===== src/raycast_pkg.sv =====
package raycast_pkg;

    // ****************************************
    // fixed point and index types
    // ****************************************

    // signed 8.8, integer part in the upper byte
    typedef logic signed [15:0] fixed_t;

    // screen column, 0 to 319
    typedef logic [8:0] column_t;

    // map cell index, integer part of a position
    typedef logic [7:0] map_t;

    // camera pose number from the switches
    typedef logic [2:0] pose_sel_t;

    // credit count, 0 up to the receiver depth
    typedef logic [2:0] credit_t;

    // ****************************************
    // screen sweep and camera plane
    // ****************************************

    localparam int SCREEN_COLUMNS = 320;
    localparam column_t LAST_COLUMN = column_t'(SCREEN_COLUMNS - 1);

    // offset grows by 8/5 lsb per column, so -1.0 up to just under +1.0
    localparam int CAMERA_NUM = 8;
    localparam int CAMERA_DEN = 5;
    localparam fixed_t CAMERA_START = -16'sd256;

    // receiver buffer depth, full credit after reset
    localparam credit_t CREDIT_MAX = 3'd4;

    // ****************************************
    // camera pose table
    // ****************************************

    // player position, cells 11.5, 20.5 and 4.5
    localparam fixed_t POSE_POS_X [8] = '{
        16'h0b80, 16'h0b80, 16'h0b80, 16'h0b80, 16'h1480, 16'h0480, 16'h0480, 16'h1480
    };
    localparam fixed_t POSE_POS_Y [8] = '{
        16'h0b80, 16'h0b80, 16'h0b80, 16'h0b80, 16'h0480, 16'h0480, 16'h1480, 16'h1480
    };

    // view direction, unit axis or about 0.707 on the diagonals
    localparam fixed_t POSE_DIR_X [8] = '{
        16'h0100, 16'h00b5, 16'h0000, 16'hff4b, 16'h00b5, 16'hff4b, 16'h00b5, 16'hff4b
    };
    localparam fixed_t POSE_DIR_Y [8] = '{
        16'h0000, 16'h00b5, 16'h0100, 16'h00b5, 16'h00b5, 16'h00b5, 16'h00b5, 16'h00b5
    };

    // camera plane, perpendicular to dir, length about 0.66
    localparam fixed_t POSE_PLANE_X [8] = '{
        16'h0000, 16'hff89, 16'hff57, 16'hff89, 16'hff89, 16'hff89, 16'hff89, 16'hff89
    };
    localparam fixed_t POSE_PLANE_Y [8] = '{
        16'h00a9, 16'h0077, 16'h0000, 16'hff89, 16'h0077, 16'hff89, 16'h0077, 16'hff89
    };

endpackage


===== src/pose_if.sv =====
`timescale 1ns/1ns

interface pose_if;

    // handshake, item moves when both are high
    logic valid;
    logic advance;

    // issued column and its camera offset
    raycast_pkg::column_t column;
    raycast_pkg::fixed_t camera_x;
    logic last;

    // pose of the frame this column belongs to
    raycast_pkg::fixed_t pos_x;
    raycast_pkg::fixed_t pos_y;
    raycast_pkg::fixed_t dir_x;
    raycast_pkg::fixed_t dir_y;
    raycast_pkg::fixed_t plane_x;
    raycast_pkg::fixed_t plane_y;

    modport decode (
        output valid, column, camera_x, last,
        output pos_x, pos_y, dir_x, dir_y, plane_x, plane_y,
        input advance
    );

    modport execute (
        input valid, column, camera_x, last,
        input pos_x, pos_y, dir_x, dir_y, plane_x, plane_y,
        output advance
    );

endinterface


===== src/ray_if.sv =====
`timescale 1ns/1ns

interface ray_if;

    // handshake, ray moves when both are high
    logic valid;
    logic accept;

    // ray payload
    raycast_pkg::column_t column;
    raycast_pkg::fixed_t ray_dir_x;
    raycast_pkg::fixed_t ray_dir_y;
    raycast_pkg::map_t map_x;
    raycast_pkg::map_t map_y;
    logic last;

    modport execute (
        output valid, column, ray_dir_x, ray_dir_y, map_x, map_y, last,
        input accept
    );

    modport result (
        input valid, column, ray_dir_x, ray_dir_y, map_x, map_y, last,
        output accept
    );

endinterface


===== src/pose_decode.sv =====
`timescale 1ns/1ns

module pose_decode (
    input logic clk_pixel,
    input logic sys_rst,
    input raycast_pkg::pose_sel_t pose_sel,
    pose_if.decode issue
);

    // one idle cycle after reset, then sweep forever
    typedef enum logic {
        DEC_IDLE,
        DEC_SWEEP
    } dec_state_t;

    dec_state_t state;

    raycast_pkg::column_t column;
    raycast_pkg::fixed_t camera_x;
    // fractional part of column * 8 / 5, in fifths of an lsb
    logic [2:0] rem;
    logic [3:0] rem_sum;
    // pose latched at column 0 for the rest of the frame
    raycast_pkg::pose_sel_t frame_sel;
    raycast_pkg::pose_sel_t sel_now;
    logic fire;

    assign fire = issue.valid && issue.advance;

    // column 0 looks at the switches directly,
    // so the pose is the one present at its transfer
    assign sel_now = (column == '0) ? pose_sel : frame_sel;

    assign rem_sum = {1'b0, rem} + 4'(raycast_pkg::CAMERA_NUM);

    // ****************************************
    // column stepper and camera accumulator
    // ****************************************

    always_ff @(posedge clk_pixel) begin
        if (sys_rst) begin
            state <= DEC_IDLE;
            column <= '0;
            camera_x <= raycast_pkg::CAMERA_START;
            rem <= '0;
            frame_sel <= '0;
        end else if (state == DEC_IDLE) begin
            state <= DEC_SWEEP;
        end else if (fire) begin
            if (column == '0) begin
                frame_sel <= pose_sel;
            end
            if (column == raycast_pkg::LAST_COLUMN) begin
                // wrap to the left edge of the next frame
                column <= '0;
                camera_x <= raycast_pkg::CAMERA_START;
                rem <= '0;
            end else begin
                column <= column + 9'd1;
                // carry whole lsbs out of the remainder
                if (rem_sum >= 4'(2 * raycast_pkg::CAMERA_DEN)) begin
                    camera_x <= camera_x + 16'sd2;
                    rem <= 3'(rem_sum - 4'(2 * raycast_pkg::CAMERA_DEN));
                end else if (rem_sum >= 4'(raycast_pkg::CAMERA_DEN)) begin
                    camera_x <= camera_x + 16'sd1;
                    rem <= 3'(rem_sum - 4'(raycast_pkg::CAMERA_DEN));
                end else begin
                    rem <= rem_sum[2:0];
                end
            end
        end
    end

    // ****************************************
    // issued item
    // ****************************************

    assign issue.valid = (state == DEC_SWEEP);
    assign issue.column = column;
    assign issue.camera_x = camera_x;
    assign issue.last = (column == raycast_pkg::LAST_COLUMN);

    // pose lookup in the shared table
    assign issue.pos_x = raycast_pkg::POSE_POS_X[sel_now];
    assign issue.pos_y = raycast_pkg::POSE_POS_Y[sel_now];
    assign issue.dir_x = raycast_pkg::POSE_DIR_X[sel_now];
    assign issue.dir_y = raycast_pkg::POSE_DIR_Y[sel_now];
    assign issue.plane_x = raycast_pkg::POSE_PLANE_X[sel_now];
    assign issue.plane_y = raycast_pkg::POSE_PLANE_Y[sel_now];

endmodule


===== src/ray_execute.sv =====
`timescale 1ns/1ns

module ray_execute (
    input logic clk_pixel,
    input logic sys_rst,
    pose_if.execute issue,
    ray_if.execute ray
);

    // ****************************************
    // stage 1, plane times camera offset
    // ****************************************

    logic s1_valid;
    raycast_pkg::column_t s1_column;
    logic s1_last;
    // full 16x16 signed products, 16.16 format
    logic signed [31:0] s1_prod_x;
    logic signed [31:0] s1_prod_y;
    raycast_pkg::fixed_t s1_dir_x;
    raycast_pkg::fixed_t s1_dir_y;
    raycast_pkg::map_t s1_map_x;
    raycast_pkg::map_t s1_map_y;

    // ****************************************
    // stage 2, scale back and add direction
    // ****************************************

    logic s2_valid;
    raycast_pkg::column_t s2_column;
    logic s2_last;
    raycast_pkg::fixed_t s2_ray_dir_x;
    raycast_pkg::fixed_t s2_ray_dir_y;
    raycast_pkg::map_t s2_map_x;
    raycast_pkg::map_t s2_map_y;

    // whole pipe moves as one, stalls on back-pressure
    assign issue.advance = ray.accept;

    // valid bits
    always_ff @(posedge clk_pixel) begin
        if (sys_rst) begin
            s1_valid <= 1'b0;
            s2_valid <= 1'b0;
        end else if (ray.accept) begin
            s1_valid <= issue.valid;
            s2_valid <= s1_valid;
        end
    end

    // payload
    always_ff @(posedge clk_pixel) begin
        if (ray.accept) begin
            s1_column <= issue.column;
            s1_last <= issue.last;
            s1_prod_x <= issue.plane_x * issue.camera_x;
            s1_prod_y <= issue.plane_y * issue.camera_x;
            s1_dir_x <= issue.dir_x;
            s1_dir_y <= issue.dir_y;
            // player cell is the integer byte of the position
            s1_map_x <= issue.pos_x[15:8];
            s1_map_y <= issue.pos_y[15:8];

            s2_column <= s1_column;
            s2_last <= s1_last;
            // bits 23:8 give the product back in 8.8, sum wraps at 16 bits
            s2_ray_dir_x <= raycast_pkg::fixed_t'(s1_prod_x[23:8]) + s1_dir_x;
            s2_ray_dir_y <= raycast_pkg::fixed_t'(s1_prod_y[23:8]) + s1_dir_y;
            s2_map_x <= s1_map_x;
            s2_map_y <= s1_map_y;
        end
    end

    // computed ray out to the result stage
    assign ray.valid = s2_valid;
    assign ray.column = s2_column;
    assign ray.ray_dir_x = s2_ray_dir_x;
    assign ray.ray_dir_y = s2_ray_dir_y;
    assign ray.map_x = s2_map_x;
    assign ray.map_y = s2_map_y;
    assign ray.last = s2_last;

endmodule


===== src/ray_result.sv =====
`timescale 1ns/1ns

module ray_result (
    input logic clk_pixel,
    input logic sys_rst,
    ray_if.result ray,
    input logic credit_return,
    output logic ray_valid,
    output raycast_pkg::column_t ray_column,
    output raycast_pkg::fixed_t ray_dir_x,
    output raycast_pkg::fixed_t ray_dir_y,
    output raycast_pkg::map_t map_x,
    output raycast_pkg::map_t map_y,
    output logic ray_last
);

    // one entry output register
    logic entry_full;
    raycast_pkg::credit_t credits;
    logic fire;
    logic load;

    // send only with a credit in hand
    assign fire = entry_full && (credits != '0);
    // room when empty or when the entry leaves this cycle
    assign ray.accept = !entry_full || fire;
    assign load = ray.valid && ray.accept;

    assign ray_valid = fire;

    // ****************************************
    // entry state and credit counter
    // ****************************************

    always_ff @(posedge clk_pixel) begin
        if (sys_rst) begin
            entry_full <= 1'b0;
            credits <= raycast_pkg::CREDIT_MAX;
        end else begin
            if (load) begin
                entry_full <= 1'b1;
            end else if (fire) begin
                entry_full <= 1'b0;
            end
            // spend and return may land together
            credits <= credits - {2'b00, fire} + {2'b00, credit_return};
        end
    end

    // fields stay put while ray_valid is high
    always_ff @(posedge clk_pixel) begin
        if (load) begin
            ray_column <= ray.column;
            ray_dir_x <= ray.ray_dir_x;
            ray_dir_y <= ray.ray_dir_y;
            map_x <= ray.map_x;
            map_y <= ray.map_y;
            ray_last <= ray.last;
        end
    end

endmodule


===== src/raycast_top.sv =====
`timescale 1ns/1ns

module raycast_top (
    input logic clk_pixel,
    input logic sys_rst,
    input raycast_pkg::pose_sel_t pose_sel,
    input logic credit_return,
    output logic ray_valid,
    output raycast_pkg::column_t ray_column,
    output raycast_pkg::fixed_t ray_dir_x,
    output raycast_pkg::fixed_t ray_dir_y,
    output raycast_pkg::map_t map_x,
    output raycast_pkg::map_t map_y,
    output logic ray_last
);

    // decode to execute
    pose_if issue_bus ();
    // execute to result
    ray_if ray_bus ();

    // ****************************************
    // ray setup pipeline
    // ****************************************

    // column sweep and frame pose
    pose_decode pose_decode0 (
        .clk_pixel(clk_pixel),
        .sys_rst(sys_rst),
        .pose_sel(pose_sel),
        .issue(issue_bus.decode)
    );

    // ray direction and map cell
    ray_execute ray_execute0 (
        .clk_pixel(clk_pixel),
        .sys_rst(sys_rst),
        .issue(issue_bus.execute),
        .ray(ray_bus.execute)
    );

    // credit based output port
    ray_result ray_result0 (
        .clk_pixel(clk_pixel),
        .sys_rst(sys_rst),
        .ray(ray_bus.result),
        .credit_return(credit_return),
        .ray_valid(ray_valid),
        .ray_column(ray_column),
        .ray_dir_x(ray_dir_x),
        .ray_dir_y(ray_dir_y),
        .map_x(map_x),
        .map_y(map_y),
        .ray_last(ray_last)
    );

endmodule


===== config.mk =====
export PLATFORM = sky130hd
export DESIGN_NAME = raycast_top
export DESIGN_NICKNAME = d
export VERILOG_FILES = /design/src/raycast_pkg.sv /design/src/pose_if.sv /design/src/ray_if.sv /design/src/pose_decode.sv /design/src/ray_execute.sv /design/src/ray_result.sv /design/src/raycast_top.sv
export SDC_FILE = /design/constraint.sdc
export NUM_CORES = 1
export LEC_CHECK = 0
export BUFFER_PORTS_ARGS = -buffer_cell sky130_fd_sc_hd__clkbuf_2
export CORE_MARGIN = 2
export CORE_UTILIZATION = 40
export DETAILED_ROUTE_END_ITERATION = 10
export PLACE_DENSITY = 0.62
export SLEW_MARGIN = 5
export SYNTH_ARGS = -nofsm -noshare
export SYNTH_HDL_FRONTEND = slang
export SYNTH_SLANG_ARGS = --single-unit

===== constraint.sdc =====
create_clock -name clk_pixel -period 13.86 [get_ports clk_pixel]
set_clock_uncertainty 0.15 [all_clocks]
set_input_delay 4.158 -clock clk_pixel [delete_from_list [all_inputs] [get_ports clk_pixel]]
set_output_delay 4.158 -clock clk_pixel [all_outputs]
set_load 0.02 [all_outputs]

After elaboration in Yosys (flattened, before gate mapping):

Memory sizes are Yosys's and may differ from the RTL's. A register that Yosys moved wholly into a read port is not among the register bits.
Index checks and enable logic that the tools add are counted.

* flip-flop bits (word level): 212
* memory bits (read-only): 768
* bits of input ports: 6
* output and inout port bits: 59
* word-level logic and storage cells: 74
* memories kept: 6

Memories
* (no name shown): depth 8, width 16, read ports 1, clocked after memory_dff 1, wr ports 0, line pose_decode.sv:86 `assign issue.dir_x = raycast_pkg::POSE_DIR_X[sel_now];`
* (no name shown): depth 8, width 16, read ports 1, clocked after memory_dff 1, wr ports 0, line pose_decode.sv:87 `assign issue.dir_y = raycast_pkg::POSE_DIR_Y[sel_now];`
* (no name shown): depth 8, width 16, read ports 1, clocked after memory_dff 0, wr ports 0, line pose_decode.sv:88 `assign issue.plane_x = raycast_pkg::POSE_PLANE_X[sel_now];`
* (no name shown): depth 8, width 16, read ports 1, clocked after memory_dff 0, wr ports 0, line pose_decode.sv:89 `assign issue.plane_y = raycast_pkg::POSE_PLANE_Y[sel_now];`
* (no name shown): depth 8, width 16, read ports 1, clocked after memory_dff 1, wr ports 0, line pose_decode.sv:84 `assign issue.pos_x = raycast_pkg::POSE_POS_X[sel_now];`
* (no name shown): depth 8, width 16, read ports 1, clocked after memory_dff 1, wr ports 0, line pose_decode.sv:85 `assign issue.pos_y = raycast_pkg::POSE_POS_Y[sel_now];`

* add/sub/neg operators: 10
* $mul: 2
* order comparisons: 3
* equality and inequality tests: 1
* multiplexer cells: 15
* bitwise logic cells: 1
* reduce and logical (&&, ||, !) cells: 11

Operators with widths (number)
* 16-bit 2-to-1 mux: 7
* 16-bit by 16-bit multiplier with 24-bit output: 2
* 16-bit adder: 2
* 16-bit by 2-bit adder with 16-bit output, second input constant: 1
* 16-bit by 3-bit adder with 16-bit output, second input constant: 1
* 3-bit 2-to-1 mux: 4
* 9-bit by 1-bit adder with 9-bit output, second input constant: 1
* 9-bit equality test, second input constant: 1
* 9-bit zero test: 1
* 9-bit 2-to-1 mux: 1
* 4-bit >= comparator, second input constant: 2
* 3-bit nonzero test: 2
* 3-bit by 4-bit adder with 4-bit output, second input constant: 1
* 4-bit by 3-bit >= comparator with 1-bit output, second input constant: 1
* 3-bit NOT with 4-bit output: 1
* 3-bit by 1-bit adder with 3-bit output: 1
* 1-bit logical AND: 3
* 1-bit 2-to-1 mux: 3
* 3-bit AND reduction: 1
* 3-bit by 1-bit subtractor with 3-bit output: 1
* 3-bit by 2-bit subtractor with 3-bit output, second input constant: 1
* 3-bit subtractor, second input constant: 1
* 2-bit AND reduction: 1
* 2-bit nonzero test: 1
* 2 further kinds: 2

Logic depth before layout (Yosys ltp):

* depth in word-level cells: 7
* gate-level depth with buffers: 34
* depth with buffers taken out: 33

By module:

Synthesis repeated with hierarchy kept, for this count alone.

* cell total of the unflattened synthesis: 2413
* area, all modules: 25110.3 µm²

Modules (own cells, without submodules)
* ray_execute: instances 1, cells an instance 2044, area each 20738.6 µm²
* pose_decode: instances 1, cells an instance 292, area each 2406.1 µm²
* ray_result: instances 1, cells an instance 77, area each 1965.6 µm²

Worst setup path after synthesis:

OpenSTA, ideal clock, no wires.

* path kind: input port to flip-flop
* from: input port pose_sel[0]
* to: register ray_execute0.s1_prod_x[21], data pin
* setup time: 266 ps
* arrival time: 10822 ps
* data required time: 13444 ps
* slack: 2622 ps
* stages: 26
* buffers on the path: 2
* path through: inv_1 nor3_1 a21oi_1 ha_1 and3_1 clkbuf_1 clkbuf_1 nand2_1 fa_1 inv_1 ha_1 inv_1 fa_1 inv_1 fa_1 fa_1 inv_1 fa_1 inv_1 ha_1 a2111oi_0 a21o_1 a21oi_4 a2111oi_2 o31ai_2 xor2_1

* longest elaborated chain between the ends: 6

RTL lines
* from (decl): line raycast_top.sv:6 `input raycast_pkg::pose_sel_t pose_sel,`
* 3-bit 2-to-1 mux: line pose_decode.sv:32 `assign sel_now = (column == '0) ? pose_sel : frame_sel;`
* 3-bit NOT with 4-bit output (implied by the code): line pose_decode.sv:88
* memory read 8 x 16 bit
* 16-bit 2-to-1 mux (implied by the code) (2 in series): line pose_decode.sv:88
* 16-bit by 16-bit multiplier with 24-bit output: line ray_execute.sv:56 `s1_prod_x <= issue.plane_x * issue.camera_x;`
* to (signal assigned): line ray_execute.sv:56
* to (decl): line ray_execute.sv:18 `logic signed [31:0] s1_prod_x;`

Every way passes these cells. The select of a mux whose other input is x is not followed.
A chain may end at the register's enable or synchronous reset.

Worst setup path after layout:

* from: input port pose_sel[1]
* to: register ray_execute0.s1_prod_x[21], data pin

The elaborated chain is that of the path after synthesis.

==> results.yml <==
worst_setup_path:
  crit_chain: "clkbuf_2 -> mux2i_1 -> ha_1 -> nand2_1 -> nand2_1 -> inv_1 -> fa_1 -> inv_1 -> fa_1 -> inv_1 -> fa_1 -> fa_1 -> fa_1 -> inv_1 -> fa_1 -> inv_1 -> ha_1 -> a2111oi_0 -> a21o_1 -> a21oi_4 -> a2111oi_2 -> o31ai_2 -> xor2_1"
  cp.required_ps: 13910
  worstPathArrival_ps: 11760
  critPathKind: "primary input to flop"
  crit_path_max_incr_delay_ps: 760
  critical_path.max_fanout: 17
  endpoint_kind: "flop"
  crit_buf_inv: 6
  crit_family: "adder cells"
  cp_common_cell: "fa_1"
  slowest_stage: "a2111oi_0"
  startpoint_type: "primary input"
job:
  cap_violations: 0
sta:
  max_slew_margin_pct: 28.9
  postLayoutSetupSlackWorst_ps: 2150
  rsz0062_at_grt: "false"
  period_needed_ps: 11710
  hold_violations: 0
  fin_setup_tns_ps: 0
  fin_crit_sh_pct: 84.5
  tightest_slew_ps: 1060
  fmax_mhz: 85.4
  slew_viol_final: 0
  setup_viol: 0
global_route:
  grt_pass1_wl_um: 62700
  grt_usage_pct: 15.9
  antenna_found_initial: 0
  first_global_vias: 12676
  grt_overflow: 0
  grt_max_degree: 55
placement:
  dp.cells: 2395
  io_buffers: 58
  place_congestion: 0.882
  dpl.hpwl_um: 29200
  place_ws_ps: 1660
floorplan:
  dieArea_um2: 48800
  ioPinCount: 65
  core_um2: 46500
  die_y_um: 221
  fp-row-count: 79
  initial_core_util_pct: 40.5
  fp.dieW_um: 221
clocking:
  cts.clk_slew.worst_paths_ps: 70
  cts-buffers-inserted: 17
  postCtsSetupBuffers: 0
  h-tree-depth: 4
  holdBufCountCts: 0
  ctsResizeCount: 0
  clkLatencyLatePin_ps: 450
  clock_path_buffers: 2
  cts_root_buffer: "clkbuf_16"
  cts_sinks: 182
  cts_tree: "yes"
synthesis:
  synth_top_area_share_pct: 30.4
  yosys_warnings: 0
  seq_area_frac_synth_pct: 27.0
  synth_most_common_cell: "inv_1"
  syn_area_um2: 18800
  synthCells: 1772
  synth_area_per_cell_um2: 10.6
  synth_cell_types: 72
  ys_seq_elements: 182
  synth_area_leaders: "fa_1, edfxtp_1, ha_1"
  ys.flop_type: "edfxtp_1"
  yosysTopAreaCell: "fa_1"
  async_flop_share_pct: 0
  synth_edf_count: 144
  synthTopCellsByCount: "inv_1, fa_1, ha_1"
final_layout:
  synthToLayoutAreaGrowth_pct: 7.92
  layout.cells.non_filler: 2427
  n_antenna_cell: 0
  fin_nets: 2288
  drive_above_1_share_pct: 6.59
routing:
  wl_per_cell_um: 14.7
  remaining_drc_errors: 0
  vias: 11574
  ant_nets: 0
  drtPass1Iterations: 5
  wl_um: 35600
  drt_iter0_markers: 626
  viasPerCell: 4.77
status:
  status: "finished, final reports clean"
worst_hold_path:
  hold_class: "flop to flop"
## cells in the final DEF (no fill, tap or decap), types with 5 or more instances in the layout
cell type    n
nor2_1      83
nand4_1      8
a31oi_1      7
a21o_1      14
nor2b_1     12
o21a_1       5
xor2_1      43
o21bai_1     7
clkbuf_16   17
xnor2_1     72
fa_1       286
clkbuf_2    58
and3_1       8
edfxtp_1   144
ha_1       189
nand3_1     30
a211oi_1     6
inv_1      461
buf_4        5
o21ai_0     14
dfxtp_1     38
nor3_1       9
conb_1       7
nand2b_1     6
a21oi_1     36
nand2_1    135
and2_1      42
## worst reg2reg max path: stages, from the launching register on
cell,delay [ps]
dfxtp_1,430
inv_1,70
ha_1,210
nor4b_2,170
nand2_1,180
mux2i_1,560
ha_1,340
nand2_1,390
nand2_1,290
inv_1,110
fa_1,640
inv_1,160
fa_1,620
inv_1,260
fa_1,610
fa_1,440
fa_1,550
inv_1,60
fa_1,530
inv_1,40
ha_1,200
a2111oi_0,760
a21o_1,280
a21oi_4,70
a2111oi_2,420
o31ai_2,120
xor2_1,150
## path summary, 6_finish.rpt
check                                                  start                          to  slack [ps]  cells after the start
worst max-delay path                             pose_sel[1]  ray_execute0.s1_prod_x[21]        2150                     23
worst min-delay path              ray_execute0.ray.column[2]   ray_result0.ray_column[2]         270                      0
worst max register to register  pose_decode0.issue.column[0]  ray_execute0.s1_prod_x[21]        4810                     26
worst min register to register    ray_execute0.ray.column[2]   ray_result0.ray_column[2]         270                      0
## stage by stage
stage          utilization, %  hold slack (ps)  instance area [um2]
3_5_place_dp             42.4              255                19700
5_1_grt                  43.7              269                20300
3_3_place_gp             42.4              251                19700
2_1_floorplan               -              250                18800
4_1_cts                  43.7              268                20300
6_report                 43.7              270                20300
## area by class of cell
cell class / count / area, um2
clock buffers: 20 / 447
clock inverters: 12 / 169
fillers: 4378 / 26200
inverters: 462 / 1740
multi-input cells: 1081 / 11800
flip-flops and latches: 182 / 5080
well taps: 607 / 759
repair buffers: 63 / 328
## cell families after synthesis
kind of cell	share of synthesized area (%)
other	0.0399
flip-flops	27.0
adder cells (fa/ha/maj)	43.0
XOR/XNOR	5.35
AND/OR/NAND/NOR	8.85
buffers and inverters	10.5
multiplexers	0.106
AO/OA/AOI/OAI	5.07
## state kept, by name, indices dropped and copies added, names as in the netlist, 2 cells and up
signal / cells
ray_execute0.ray.map_y: 3
ray_execute0.s1_dir_x: 4
ray_result0.ray_column: 9
pose_decode0.rem: 3
pose_decode0.frame_sel: 3
ray_execute0.s1_prod_x: 16
ray_execute0.s1_map_y: 3
ray_execute0.s1_dir_y: 2
ray_execute0.ray.ray_dir_y: 16
pose_decode0.issue.camera_x: 16
ray_result0.map_y: 3
ray_result0.ray_dir_y: 16
ray_execute0.s1_prod_y: 16
pose_decode0.issue.column: 9
ray_result0.credits: 3
ray_execute0.ray.ray_dir_x: 16
ray_result0.ray_dir_x: 16
ray_execute0.s1_column: 9
ray_execute0.ray.column: 9
## routing by layer
layer	global-route usage, %	up-vias	share of wire (%)
met5	0	-	0
met4	5.11	0	2.3
met3	2.35	38	3.2
met2	27.2	189	50
met1	20.6	5826	44
li1	-	5521	-
Power is left out: the tool's default activity adds up to more than one toggle a clock period on the data nets, which glitch-free logic cannot reach.
